<file path="src/verilog/bht_pkg.sv">
package bht_pkg;

	//////////////////////////////////////////////////////////////////////
	// program counter and table geometry
	//////////////////////////////////////////////////////////////////////

	// word address width of the core
	localparam int PC_W = 10;

	// set index comes from the lowest pc bits
	localparam int SET_W = 4;
	// way index inside one set
	localparam int WAY_W = 2;

	localparam int NUM_SETS = 1 << SET_W;
	localparam int NUM_WAYS = 1 << WAY_W;
	localparam int NUM_ENTRIES = NUM_SETS * NUM_WAYS;

	// tag is {isr mode, upper pc bits}
	localparam int TAG_W = 1 + PC_W - SET_W;
	// 2-bit saturating counter
	localparam int CNT_W = 2;

	//////////////////////////////////////////////////////////////////////
	// entry layout, msb first
	// valid | tag | target | counter
	//////////////////////////////////////////////////////////////////////

	localparam int ENTRY_W = 1 + TAG_W + PC_W + CNT_W;

	localparam int CNT_LSB = 0;
	localparam int TGT_LSB = CNT_LSB + CNT_W;
	localparam int TAG_LSB = TGT_LSB + PC_W;
	localparam int VALID_BIT = TAG_LSB + TAG_W;

endpackage

</file>
<file path="src/verilog/branch_pkg.sv">
package branch_pkg;

	//////////////////////////////////////////////////////////////////////
	// one-hot branch type from decode, bit positions
	//////////////////////////////////////////////////////////////////////

	localparam int BTYPE_W = 6;
	localparam int BT_BEQ = 5;
	localparam int BT_BNE = 4;
	localparam int BT_BLT = 3;
	localparam int BT_BGE = 2;
	localparam int BT_BLTU = 1;
	localparam int BT_BGEU = 0;

	//////////////////////////////////////////////////////////////////////
	// execute correction codes for next pc selection
	//////////////////////////////////////////////////////////////////////

	localparam int CORR_W = 2;
	// code 1 also means no correction
	localparam logic [CORR_W-1:0] CORR_NONE = 2'd0;
	// redirect to correct next instruction
	localparam logic [CORR_W-1:0] CORR_CNI = 2'd2;
	// redirect to predicted branch target
	localparam logic [CORR_W-1:0] CORR_PBT = 2'd3;

	// counter start values, weakly not taken and strongly taken
	localparam int CNT_BRANCH_INIT = 1;
	localparam int CNT_JUMP_INIT = 3;
	localparam int CNT_MAX = 3;

endpackage

</file>
<file path="src/verilog/bht_table.sv">
`timescale 1ns/100ps

module bht_table (
	input  logic                         CLK,
	input  logic                         nrst,
	input  logic                         en,
	input  logic                         stall,
	input  logic                         isr_running,
	input  logic [bht_pkg::PC_W-1:0]     if_pc,
	input  logic [bht_pkg::PC_W-1:0]     id_pc,
	input  logic [bht_pkg::PC_W-1:0]     id_target,
	input  logic                         id_is_jump,
	input  logic                         id_is_btype,
	input  logic [bht_pkg::PC_W-1:0]     exe_pc,
	input  logic [branch_pkg::BTYPE_W-1:0] exe_btype,
	input  logic                         exe_taken,
	output logic                         if_prediction,
	output logic [bht_pkg::PC_W-1:0]     if_pbt,
	output logic                         id_hit,
	output logic                         exe_hit_cnt_msb,
	output logic [bht_pkg::PC_W-1:0]     exe_pbt
);
	import bht_pkg::*;
	import branch_pkg::*;

	// entry storage, index is {set, way}
	logic [ENTRY_W-1:0] bht_mem [NUM_ENTRIES];
	// per set fifo pointer, names the next way to replace
	logic [WAY_W-1:0] fifo_ptr [NUM_SETS];

	logic [SET_W-1:0] if_set, id_set, exe_set;
	logic [TAG_W-1:0] if_tag, id_tag, exe_tag;
	logic [NUM_WAYS-1:0][ENTRY_W-1:0] if_ways, id_ways, exe_ways;
	// {hit, way} per lookup
	logic [WAY_W:0] if_sel, id_sel, exe_sel;
	logic [ENTRY_W-1:0] if_entry, exe_entry;
	logic exe_hit;
	logic [WAY_W-1:0] exe_way;

	logic ins_req, upd_req;
	logic [CNT_W-1:0] ins_cnt, exe_cnt, exe_cnt_next;
	logic [ENTRY_W-1:0] ins_entry;

	// search one set for a valid entry with matching tag
	// lowest matching way wins, returns {hit, way}
	function automatic logic [WAY_W:0] find_way(
		input logic [NUM_WAYS-1:0][ENTRY_W-1:0] ways,
		input logic [TAG_W-1:0]                 tag
	);
		logic [WAY_W:0] res;
		res = '0;
		for (int w = NUM_WAYS - 1; w >= 0; w--) begin
			if (ways[w][VALID_BIT] && (ways[w][TAG_LSB +: TAG_W] == tag)) begin
				res = {1'b1, WAY_W'(w)};
			end
		end
		return res;
	endfunction

	//////////////////////////////////////////////////////////////////////
	// lookups, fetch / decode / execute
	//////////////////////////////////////////////////////////////////////

	assign if_set = if_pc[SET_W-1:0];
	assign id_set = id_pc[SET_W-1:0];
	assign exe_set = exe_pc[SET_W-1:0];

	// isr mode bit keeps handler branches apart from normal code
	assign if_tag = {isr_running, if_pc[PC_W-1:SET_W]};
	assign id_tag = {isr_running, id_pc[PC_W-1:SET_W]};
	assign exe_tag = {isr_running, exe_pc[PC_W-1:SET_W]};

	always_comb begin
		for (int w = 0; w < NUM_WAYS; w++) begin
			if_ways[w] = bht_mem[{if_set, WAY_W'(w)}];
			id_ways[w] = bht_mem[{id_set, WAY_W'(w)}];
			exe_ways[w] = bht_mem[{exe_set, WAY_W'(w)}];
		end
	end

	assign if_sel = find_way(if_ways, if_tag);
	assign id_sel = find_way(id_ways, id_tag);
	assign exe_sel = find_way(exe_ways, exe_tag);

	// a miss reads as all zero, so not taken and target 0
	assign if_entry = if_sel[WAY_W] ? if_ways[if_sel[WAY_W-1:0]] : '0;
	assign exe_hit = exe_sel[WAY_W];
	assign exe_way = exe_sel[WAY_W-1:0];
	assign exe_entry = exe_hit ? exe_ways[exe_way] : '0;

	assign if_prediction = if_entry[CNT_LSB + CNT_W - 1];
	assign if_pbt = if_entry[TGT_LSB +: PC_W];
	assign id_hit = id_sel[WAY_W];
	assign exe_hit_cnt_msb = exe_entry[CNT_LSB + CNT_W - 1];
	assign exe_pbt = exe_entry[TGT_LSB +: PC_W];

	//////////////////////////////////////////////////////////////////////
	// insertion and counter training
	//////////////////////////////////////////////////////////////////////

	// new branch or jump at decode, not yet in the table
	assign ins_req = (id_is_btype || id_is_jump) && !id_hit;
	// resolved branch that is tracked here
	assign upd_req = (|exe_btype) && exe_hit;

	assign ins_cnt = id_is_jump ? CNT_W'(CNT_JUMP_INIT) : CNT_W'(CNT_BRANCH_INIT);
	assign exe_cnt = exe_entry[CNT_LSB +: CNT_W];

	always_comb begin
		ins_entry = '0;
		ins_entry[VALID_BIT] = 1'b1;
		ins_entry[TAG_LSB +: TAG_W] = id_tag;
		ins_entry[TGT_LSB +: PC_W] = id_target;
		ins_entry[CNT_LSB +: CNT_W] = ins_cnt;
	end

	// step one toward the outcome, saturate at both ends
	always_comb begin
		exe_cnt_next = exe_cnt;
		if (exe_taken) begin
			if (exe_cnt != CNT_W'(CNT_MAX)) begin
				exe_cnt_next = exe_cnt + 1'b1;
			end
		end else if (exe_cnt != '0) begin
			exe_cnt_next = exe_cnt - 1'b1;
		end
	end

	always_ff @(posedge CLK) begin
		if (!nrst) begin
			for (int i = 0; i < NUM_ENTRIES; i++) begin
				bht_mem[i] <= '0;
			end
			for (int s = 0; s < NUM_SETS; s++) begin
				fifo_ptr[s] <= '0;
			end
		end else if (en && !stall) begin
			// decode insertion has priority over execute update
			if (ins_req) begin
				bht_mem[{id_set, fifo_ptr[id_set]}] <= ins_entry;
				fifo_ptr[id_set] <= fifo_ptr[id_set] + 1'b1;
			end else if (upd_req) begin
				bht_mem[{exe_set, exe_way}][CNT_LSB +: CNT_W] <= exe_cnt_next;
			end
		end
	end

endmodule

</file>
<file path="src/verilog/branch_predictor.sv">
`timescale 1ns/100ps

module branch_predictor (
	input  logic                           CLK,
	input  logic                           nrst,
	input  logic                           en,
	input  logic                           stall,
	input  logic                           isr_running,
	input  logic [bht_pkg::PC_W-1:0]       id_pc,
	input  logic [bht_pkg::PC_W-1:0]       id_target,
	input  logic                           id_is_jump,
	input  logic                           id_is_btype,
	input  logic [bht_pkg::PC_W-1:0]       exe_pc,
	input  logic [branch_pkg::BTYPE_W-1:0] exe_btype,
	input  logic                           exe_z,
	input  logic                           exe_less,
	output logic [bht_pkg::PC_W-1:0]       if_pc,
	output logic                           if_prediction,
	output logic [bht_pkg::PC_W-1:0]       if_pbt,
	output logic [branch_pkg::CORR_W-1:0]  exe_correction,
	output logic [bht_pkg::PC_W-1:0]       exe_pbt,
	output logic [bht_pkg::PC_W-1:0]       exe_cni,
	output logic                           flush,
	output logic                           id_jump_in_bht
);

	// table to resolver
	logic id_hit;
	logic exe_hit_cnt_msb;
	// resolver back to table for training
	logic exe_taken;

	// history table with three lookup ports
	bht_table u_bht_table (
		.CLK             (CLK),
		.nrst            (nrst),
		.en              (en),
		.stall           (stall),
		.isr_running     (isr_running),
		.if_pc           (if_pc),
		.id_pc           (id_pc),
		.id_target       (id_target),
		.id_is_jump      (id_is_jump),
		.id_is_btype     (id_is_btype),
		.exe_pc          (exe_pc),
		.exe_btype       (exe_btype),
		.exe_taken       (exe_taken),
		.if_prediction   (if_prediction),
		.if_pbt          (if_pbt),
		.id_hit          (id_hit),
		.exe_hit_cnt_msb (exe_hit_cnt_msb),
		.exe_pbt         (exe_pbt)
	);

	// execute stage check and flush
	branch_resolver u_branch_resolver (
		.CLK             (CLK),
		.nrst            (nrst),
		.en              (en),
		.exe_pc          (exe_pc),
		.exe_btype       (exe_btype),
		.exe_z           (exe_z),
		.exe_less        (exe_less),
		.exe_hit_cnt_msb (exe_hit_cnt_msb),
		.id_is_jump      (id_is_jump),
		.id_hit          (id_hit),
		.exe_taken       (exe_taken),
		.exe_correction  (exe_correction),
		.exe_cni         (exe_cni),
		.flush           (flush),
		.id_jump_in_bht  (id_jump_in_bht)
	);

	// fetch address register
	fetch_pc_gen u_fetch_pc_gen (
		.CLK            (CLK),
		.nrst           (nrst),
		.en             (en),
		.stall          (stall),
		.if_prediction  (if_prediction),
		.if_pbt         (if_pbt),
		.exe_correction (exe_correction),
		.exe_pbt        (exe_pbt),
		.exe_cni        (exe_cni),
		.if_pc          (if_pc)
	);

endmodule

</file>
<file path="src/verilog/branch_resolver.sv">
`timescale 1ns/100ps

module branch_resolver (
	input  logic                           CLK,
	input  logic                           nrst,
	input  logic                           en,
	input  logic [bht_pkg::PC_W-1:0]       exe_pc,
	input  logic [branch_pkg::BTYPE_W-1:0] exe_btype,
	input  logic                           exe_z,
	input  logic                           exe_less,
	input  logic                           exe_hit_cnt_msb,
	input  logic                           id_is_jump,
	input  logic                           id_hit,
	output logic                           exe_taken,
	output logic [branch_pkg::CORR_W-1:0]  exe_correction,
	output logic [bht_pkg::PC_W-1:0]       exe_cni,
	output logic                           flush,
	output logic                           id_jump_in_bht
);
	import branch_pkg::*;

	logic is_branch;
	logic mispredict;
	// flush request for the next enabled cycle
	logic flush_next;
	logic flush_d;

	//////////////////////////////////////////////////////////////////////
	// branch condition from alu flags
	//////////////////////////////////////////////////////////////////////

	// signed and unsigned compares share the less flag
	assign exe_taken = (exe_btype[BT_BEQ] && exe_z)
		|| (exe_btype[BT_BNE] && !exe_z)
		|| ((exe_btype[BT_BLT] || exe_btype[BT_BLTU]) && exe_less)
		|| ((exe_btype[BT_BGE] || exe_btype[BT_BGEU]) && !exe_less);

	assign is_branch = |exe_btype;
	// counter msb was the prediction made at fetch
	assign mispredict = is_branch && (exe_hit_cnt_msb != exe_taken);

	always_comb begin
		if (!mispredict) begin
			exe_correction = CORR_NONE;
		end else if (exe_taken) begin
			exe_correction = CORR_PBT;
		end else begin
			exe_correction = CORR_CNI;
		end
	end

	assign exe_cni = exe_pc + 1'b1;

	//////////////////////////////////////////////////////////////////////
	// flush control
	//////////////////////////////////////////////////////////////////////

	// mispredict flushes now and next cycle, new jump only next cycle
	assign flush = flush_d || mispredict;
	assign flush_next = mispredict || (id_is_jump && !id_hit);

	always_ff @(posedge CLK) begin
		if (!nrst) begin
			flush_d <= 1'b0;
		end else if (en) begin
			flush_d <= flush_next;
		end
	end

	// jump already known, fetch will follow the stored target
	assign id_jump_in_bht = id_is_jump && id_hit;

endmodule

</file>
<file path="src/verilog/fetch_pc_gen.sv">
`timescale 1ns/100ps

module fetch_pc_gen (
	input  logic                          CLK,
	input  logic                          nrst,
	input  logic                          en,
	input  logic                          stall,
	input  logic                          if_prediction,
	input  logic [bht_pkg::PC_W-1:0]      if_pbt,
	input  logic [branch_pkg::CORR_W-1:0] exe_correction,
	input  logic [bht_pkg::PC_W-1:0]      exe_pbt,
	input  logic [bht_pkg::PC_W-1:0]      exe_cni,
	output logic [bht_pkg::PC_W-1:0]      if_pc
);
	import branch_pkg::*;

	logic [bht_pkg::PC_W-1:0] pc_next;

	//////////////////////////////////////////////////////////////////////
	// next fetch address
	//////////////////////////////////////////////////////////////////////

	// execute correction beats the fetch prediction
	always_comb begin
		case (exe_correction)
			CORR_CNI: begin
				pc_next = exe_cni;
			end
			CORR_PBT: begin
				pc_next = exe_pbt;
			end
			default: begin
				// prediction is only set on a fetch hit
				if (if_prediction) begin
					pc_next = if_pbt;
				end else begin
					pc_next = if_pc + 1'b1;
				end
			end
		endcase
	end

	// stall holds the fetch pc
	always_ff @(posedge CLK) begin
		if (!nrst) begin
			if_pc <= '0;
		end else if (en && !stall) begin
			if_pc <= pc_next;
		end
	end

endmodule
</file>
<file path="config.mk">
export PLATFORM = sky130hd
export DESIGN_NAME = branch_predictor
export DESIGN_NICKNAME = d
export VERILOG_FILES = /design/src/verilog/bht_pkg.sv /design/src/verilog/branch_pkg.sv /design/src/verilog/bht_table.sv /design/src/verilog/branch_predictor.sv /design/src/verilog/branch_resolver.sv /design/src/verilog/fetch_pc_gen.sv
export SDC_FILE = /design/constraint.sdc
export NUM_CORES = 2
export LEC_CHECK = 0
export ABC_AREA = 1
export BUFFER_PORTS_ARGS = -buffer_cell sky130_fd_sc_hd__buf_4
export CAP_MARGIN = 30
export CELL_PAD_IN_SITES_DETAIL_PLACEMENT = 1
export CELL_PAD_IN_SITES_GLOBAL_PLACEMENT = 1
export CORE_MARGIN = 2
export CORE_UTILIZATION = 44
export CTS_CLUSTER_SIZE = 10
export DETAILED_ROUTE_END_ITERATION = 16
export PLACE_DENSITY = 0.74
export RECOVER_POWER = 50
export SLEW_MARGIN = 40
export SYNTH_ARGS = -nofsm -noshare
export SYNTH_HDL_FRONTEND = slang
export SYNTH_SLANG_ARGS = --single-unit
export TNS_END_PERCENT = 100
</file>
<file path="constraint.sdc">
create_clock -name CLK -period 3.6 [get_ports CLK]
set_clock_uncertainty 0.15 [all_clocks]
set_input_delay 0 -clock CLK [delete_from_list [all_inputs] [get_ports CLK]]
set_output_delay 0 -clock CLK [all_outputs]
set_load 0.02 [all_outputs]
</file>
# Word level (Yosys, flattened, before mapping)
# Memories as Yosys holds them, arrays and structs flattened. A register that Yosys moved wholly into a read port is not among the register bits.
# Index checks and enable logic that the tools add are counted.
[classes] magnitude_cmp=2 n_reduce_logical=39 muxes=53 n_addsub=5 eq_ne=16
[ops] operator="7-bit == test" n=12
[ops] operator="20-bit binary-select mux with 2-bit select" n=2
[ops] operator="6-bit 2-to-1 mux" n=10
[ops] operator="12-bit 2-to-1 mux" n=4
[ops] operator="20-bit 2-to-1 mux" n=2
[ops] operator="20-bit OR reduction" n=2
[ops] operator="3-bit 2-to-1 mux" n=12
[ops] operator="1-bit logical AND" n=22
[ops] operator="10-bit by 1-bit adder with 10-bit output, second input constant" n=2
[ops] operator="10-bit one-hot mux with 2 select lines" n=1
[ops] operator="2-bit 2-to-1 mux" n=7
[ops] operator="1-bit 2-to-1 mux" n=13
[ops] operator="10-bit 2-to-1 mux" n=1
[ops] operator="1-bit logical OR" n=8
[ops] operator="2-bit by 3-bit less-than comparator with 1-bit output, second input constant" n=2
[ops] operator="6-bit OR reduction" n=1
[ops] operator="2-bit by 1-bit adder with 2-bit output, second input constant" n=2
[ops] operator="2-bit == test, second input constant" n=2
[ops] operator="1-bit logical NOT" n=4
[ops] operator="4-bit 2-to-1 mux" n=1
[ops] operator="2-bit inequality test, second input constant" n=1
[ops] operator="2-bit nonzero test" n=1
[ops] operator="2-bit OR reduction" n=1
[ops] operator="2-bit by 1-bit subtractor with 2-bit output, second input constant" n=1
[ops] operator="1-bit inequality test" n=1
[totals] elab_cells=119 inputBits=45 out_inout_bits=45 ramBits=1312 ff_bits=11 n_memories=2
[mem_list] memory="u_bht_table.bht_mem" words=64 width=20 rd=12 rd_ports_with_merged_regs=4 wr=64 line="bht_table.sv:27" source="logic [ENTRY_W-1:0] bht_mem [NUM_ENTRIES];"
[mem_list] memory="u_bht_table.fifo_ptr" words=16 width=2 rd=1 rd_ports_with_merged_regs=0 wr=16 line="bht_table.sv:29" source="logic [WAY_W-1:0] fifo_ptr [NUM_SETS];"

# Depth between registers and ports, before layout
# An unclocked memory read counts as a cell.
[logic_depth] ltp_word=17 depth_mapped=30

# Hierarchy
# From an unflattened synthesis, not the netlist that was laid out.
[unflattened] hier_cells=9879 area_unflattened_um2=79180.9
[by_module_without_submodules] mod="bht_table" cells_per_inst=9687 area_each_um2=78024.8 instances=1 seq_area_each_um2=39397.8
[by_module_without_submodules] mod="fetch_pc_gen" cells_per_inst=142 area_each_um2=858.3 instances=1 seq_area_each_um2=200.2
[by_module_without_submodules] mod="branch_resolver" cells_per_inst=50 area_each_um2=297.8 instances=1 seq_area_each_um2=20.0

# Worst setup path before layout
# OpenSTA, ideal clock, no wires.
[synth_path] path_type="input to register" start="input port exe_pc[0] in the netlist's numbering" end="memory u_bht_table.bht_mem[9][10] in the netlist's numbering, enable pin" path_buffers=6 arrival_time_ns=3.111 setup_ns=0.375 setup_slack_ns=-0.036 stages=23 path_cell_list="buf_2 buf_6 buf_4 buf_2 o211ai_1 nand3_1 nand3_1 nand3_1 o21ai_1 nor2_1 nand3_2 nand2_1 nor2_1 nor2_4 nand2_4 nand2_1 nand2_2 nand2_1 nor2_8 buf_6 nand3_4 buf_2 nand2_1"
[synth_rtl] element="start: declaration" line="branch_predictor.sv:13" source="input logic [bht_pkg::PC_W-1:0] exe_pc,"
[synth_rtl] element="end: declaration" line="bht_table.sv:27"

==> results by group <==
Detailed routing
  – First-pass DRT Iterations: 8
  – DR iter-0 viols: 13,600
  – DR vias: 87,500
  – Via density: 6.53
  – DRT antenna net count: 0
  – Wirelength per Cell: 32.7 um
  – Drt total wl: 439,000 um
  – Remaining DRCs: 0

Final layout
  – Number of fill cells in the layout: 20,300
  – Share of cells above drive strength 1: 24.0%
  – Layout area overhead: 33.9%
  – Commonest non-fill, non-tap cell in the layout: nand2_1
  – Final Cell Area: 105,000 um2
  – Final core utilization: 59.4%
  – Final std cells w/o fill: 13,400
  – Most frequent cells in the layout: nand2_1 (1,803), nor2_1 (1,556), edfxtp_1 (1,312)
  – Final net count: 11,000

Timing
  – RSZ-0062 raised after global routing: true
  – Final min period: 4.44 ns
  – Worst setup margin: -0.835 ns
  – Max Slew Vio Count: 10
  – Final hold vios: 0
  – Final Cycle Share: 123%
  – Worst slew pin tran: 1.57 ns
  – FMAX: 225 MHz
  – Final setup fails: 2,663
  – Setup TNS: -1474.01 ns
  – Rel. slew slack: -4.65%
  – Hold slack: 0.0633 ns

Synth
  – Register area share after synthesis: 50.6%
  – Unique masters post-synth: 47
  – Syn nets: 9,929
  – Avg Cell Area, Syn: 7.94 um2
  – Synthesized area: 78,500 um2
  – Seq cells post-synth: 1,327
  – Asr flop ratio synth: 0%
  – Post-synth EDFFs: 1,312
  – Yosys warnings: 0
  – Prevailing post-synth register cell: edfxtp_1
  – Syn Inst Count: 9,882

Power
  – Max VDD drop: 0.494 mV
  – Power per standard cell area: 405 nW/um2
  – Leakage: 44.2 nW
  – Overall power: 42.5 mW

Clock network
  – Clock transition at path regs: 0.05 ns
  – Num CTS Buffers: 161
  – Worst skew pair latency: 0.86 ns
  – CTS Sinks: 1,327
  – Clock Tree Buf Depth: 3
  – CTS root buf: clkbuf_16
  – CTS tree: yes
  – H-tree levels: 4

Global routing
  – Number of global-route vias before repair: 85,800
  – Grt ovf: 0
  – First-pass GRT wire length: 600,000 um
  – Gr usage total: 45.7%
  – Largest net degree at the start of global routing: 128
  – Initial antenna violation count: 26

Placed design
  – Pre-CTS WS: -1.03 ns
  – Detailed placement HPWL: 290,000 um
  – Placed Area: 92,300 um2
  – # port buffers: 89
  – Dpl cells: 12,900
  – Final Wtd Congestion: 1.01

Worst setup path
  – Crit path max fanout: 11
  – Most used cell along the critical path: buf_6
  – Crit-path cells: buf_6, buf_12, buf_12, buf_4, a21oi_1, o21ai_1, nand3_1, nand3_2, a21oi_2, nor3_1, nand4_1, buf_6, clkbuf_16, bufbuf_16, nand3_1, nand3_2, a21oi_4, buf_6, buf_6
  – Arr. time, crit path: 4.29 ns
  – Critical Path End Type: output port
  – WP data required: 3.45 ns
  – CP max-delay cell: dfxtp_4
  – Worst setup path class: flop to output port
  – CP max stage delay: 0.49 ns
  – Crit start category: flop

Floorplan
  – Die area: 182,000 um2
  – Row cnt: 154
  – Starting Density: 44.4%
  – Core outline area: 177,000 um2
  – Die height: 426 um
  – Die Wd: 426 um
  – I/O Pins: 90

Run status
  – Status: finished with violations
  – Failing checks: capacitance limit, slew limit, setup timing

Worst hold path
  – Min-delay worst type: input port to flop

Run
  – Max-cap violations: 1
[metal layers]
layer	share of wire, %	track usage [%]
met1	36	57.7
met2	43	67.5
met3	12	10.5
met4	9.1	35.8
met5	0.028	0
[worst max-delay path, delay by kind of cell, from the launching register on]
| kind | cells | cell delay (ns) |
|---|---|---|
| buffers and inverters | 9 | 1.53 |
| AND/OR/NAND/NOR | 6 | 0.92 |
| flip-flops | 1 | 0.49 |
| AO/OA/AOI/OAI | 4 | 0.42 |
[flip-flops by register name (all words and copies together) (netlist names), named ones only]
register and count:
u_bht_table.fifo_ptr 32, u_branch_resolver.flush_d 1, u_bht_table.bht_mem 1280, u_fetch_pc_gen.if_pc 10
[kinds of logic (layout without fill, tap and decap cells)]
kind of cell / after synthesis / after routing / synth area share, %
compound gates: 2350 / 2350 / 16.6
mux: 3 / 3 / 0.0383
xor+xnor: 15 / 15 / 0.167
flops: 1327 / 1327 / 50.6
fa+ha+maj: 2 / 2 / 0.0319
simple gates: 4575 / 4575 / 24.2
other cells: 0 / 12 / 0
buf+inv: 1610 / 2773 / 8.29
[repair_timing]
item                                     CTS  global route
buffers inserted                         121            78
endpoints found under the hold margin   1628             0
endpoints found under the setup margin  2664          2664
resized for setup                        702           532
pin swaps                                175           181
gates cloned                              35            40
hold buffers                              32             0
[cell usage after synthesis (9+ instances only)]
master / n / share of area [%]
clkbuf_1: 508 / 2.4
nand2_2: 19 / 0.15
a211oi_1: 9 / 0.086
inv_1: 742 / 3.5
inv_2: 26 / 0.12
buf_1: 100 / 0.48
o311ai_0: 18 / 0.20
a221oi_1: 56 / 0.63
nand3_4: 37 / 0.83
nand2_1: 1985 / 9.5
buf_4: 24 / 0.23
buf_6: 18 / 0.26
edfxtp_1: 1312 / 50
o211ai_1: 243 / 2.3
nor2_1: 1664 / 8.0
nand4_1: 26 / 0.21
buf_2: 186 / 1.2
o22ai_1: 85 / 0.68
nand3_1: 787 / 5.0
a21oi_1: 796 / 5.1
a32o_1: 16 / 0.20
dfxtp_1: 15 / 0.38
nor3_1: 22 / 0.14
o21ai_1: 38 / 0.24
a22oi_1: 54 / 0.52
o21ai_0: 1012 / 6.5
or2_2: 9 / 0.072
xor2_1: 12 / 0.13
[final timing paths]
| path | from | end | slack (ns) | depth (start not counted) |
|---|---|---|---|---|
| worst max-delay path | flop | if_pbt[3] | -0.84 | 19 |
| worst min-delay path | id_pc[3] | u_bht_table.fifo_ptr[6][1]$_SDFFCE_PN0P_ | 0.06 | 7 |
| worst max register to register | u_bht_table.bht_mem[52][12]$_SDFFCE_PN0P_ | u_bht_table.bht_mem[40][17]$_SDFFCE_PN0P_ | -0.72 | 28 |
| worst min register to register | u_fetch_pc_gen.if_pc[4]$_SDFFE_PN0P_ | u_fetch_pc_gen.if_pc[4]$_SDFFE_PN0P_ | 0.52 | 2 |
[layout make-up]
cell class / count / area (um2) / area share [%]
antenna: 12 / 30.0 / 0.0286
inverter: 774 / 3050 / 2.90
tap: 2340 / 2930 / 2.79
clock buffer: 207 / 4280 / 4.08
timing repair buffer: 1749 / 19000 / 18.1
multi-input combinational: 6945 / 35600 / 33.9
timing repair inverter: 2 / 20.0 / 0.0191
clock inverter: 41 / 374 / 0.356
sequential: 1327 / 39700 / 37.8
[report_power, final]
| group | total [mW] | switching (mW) | internal [mW] |
|---|---|---|---|
| registers | 17.8 | 0.342 | 17.5 |
| clock network | 15.5 | 6.94 | 8.58 |
| logic | 9.15 | 6.04 | 3.11 |
(Power assumes the default switching activity.)
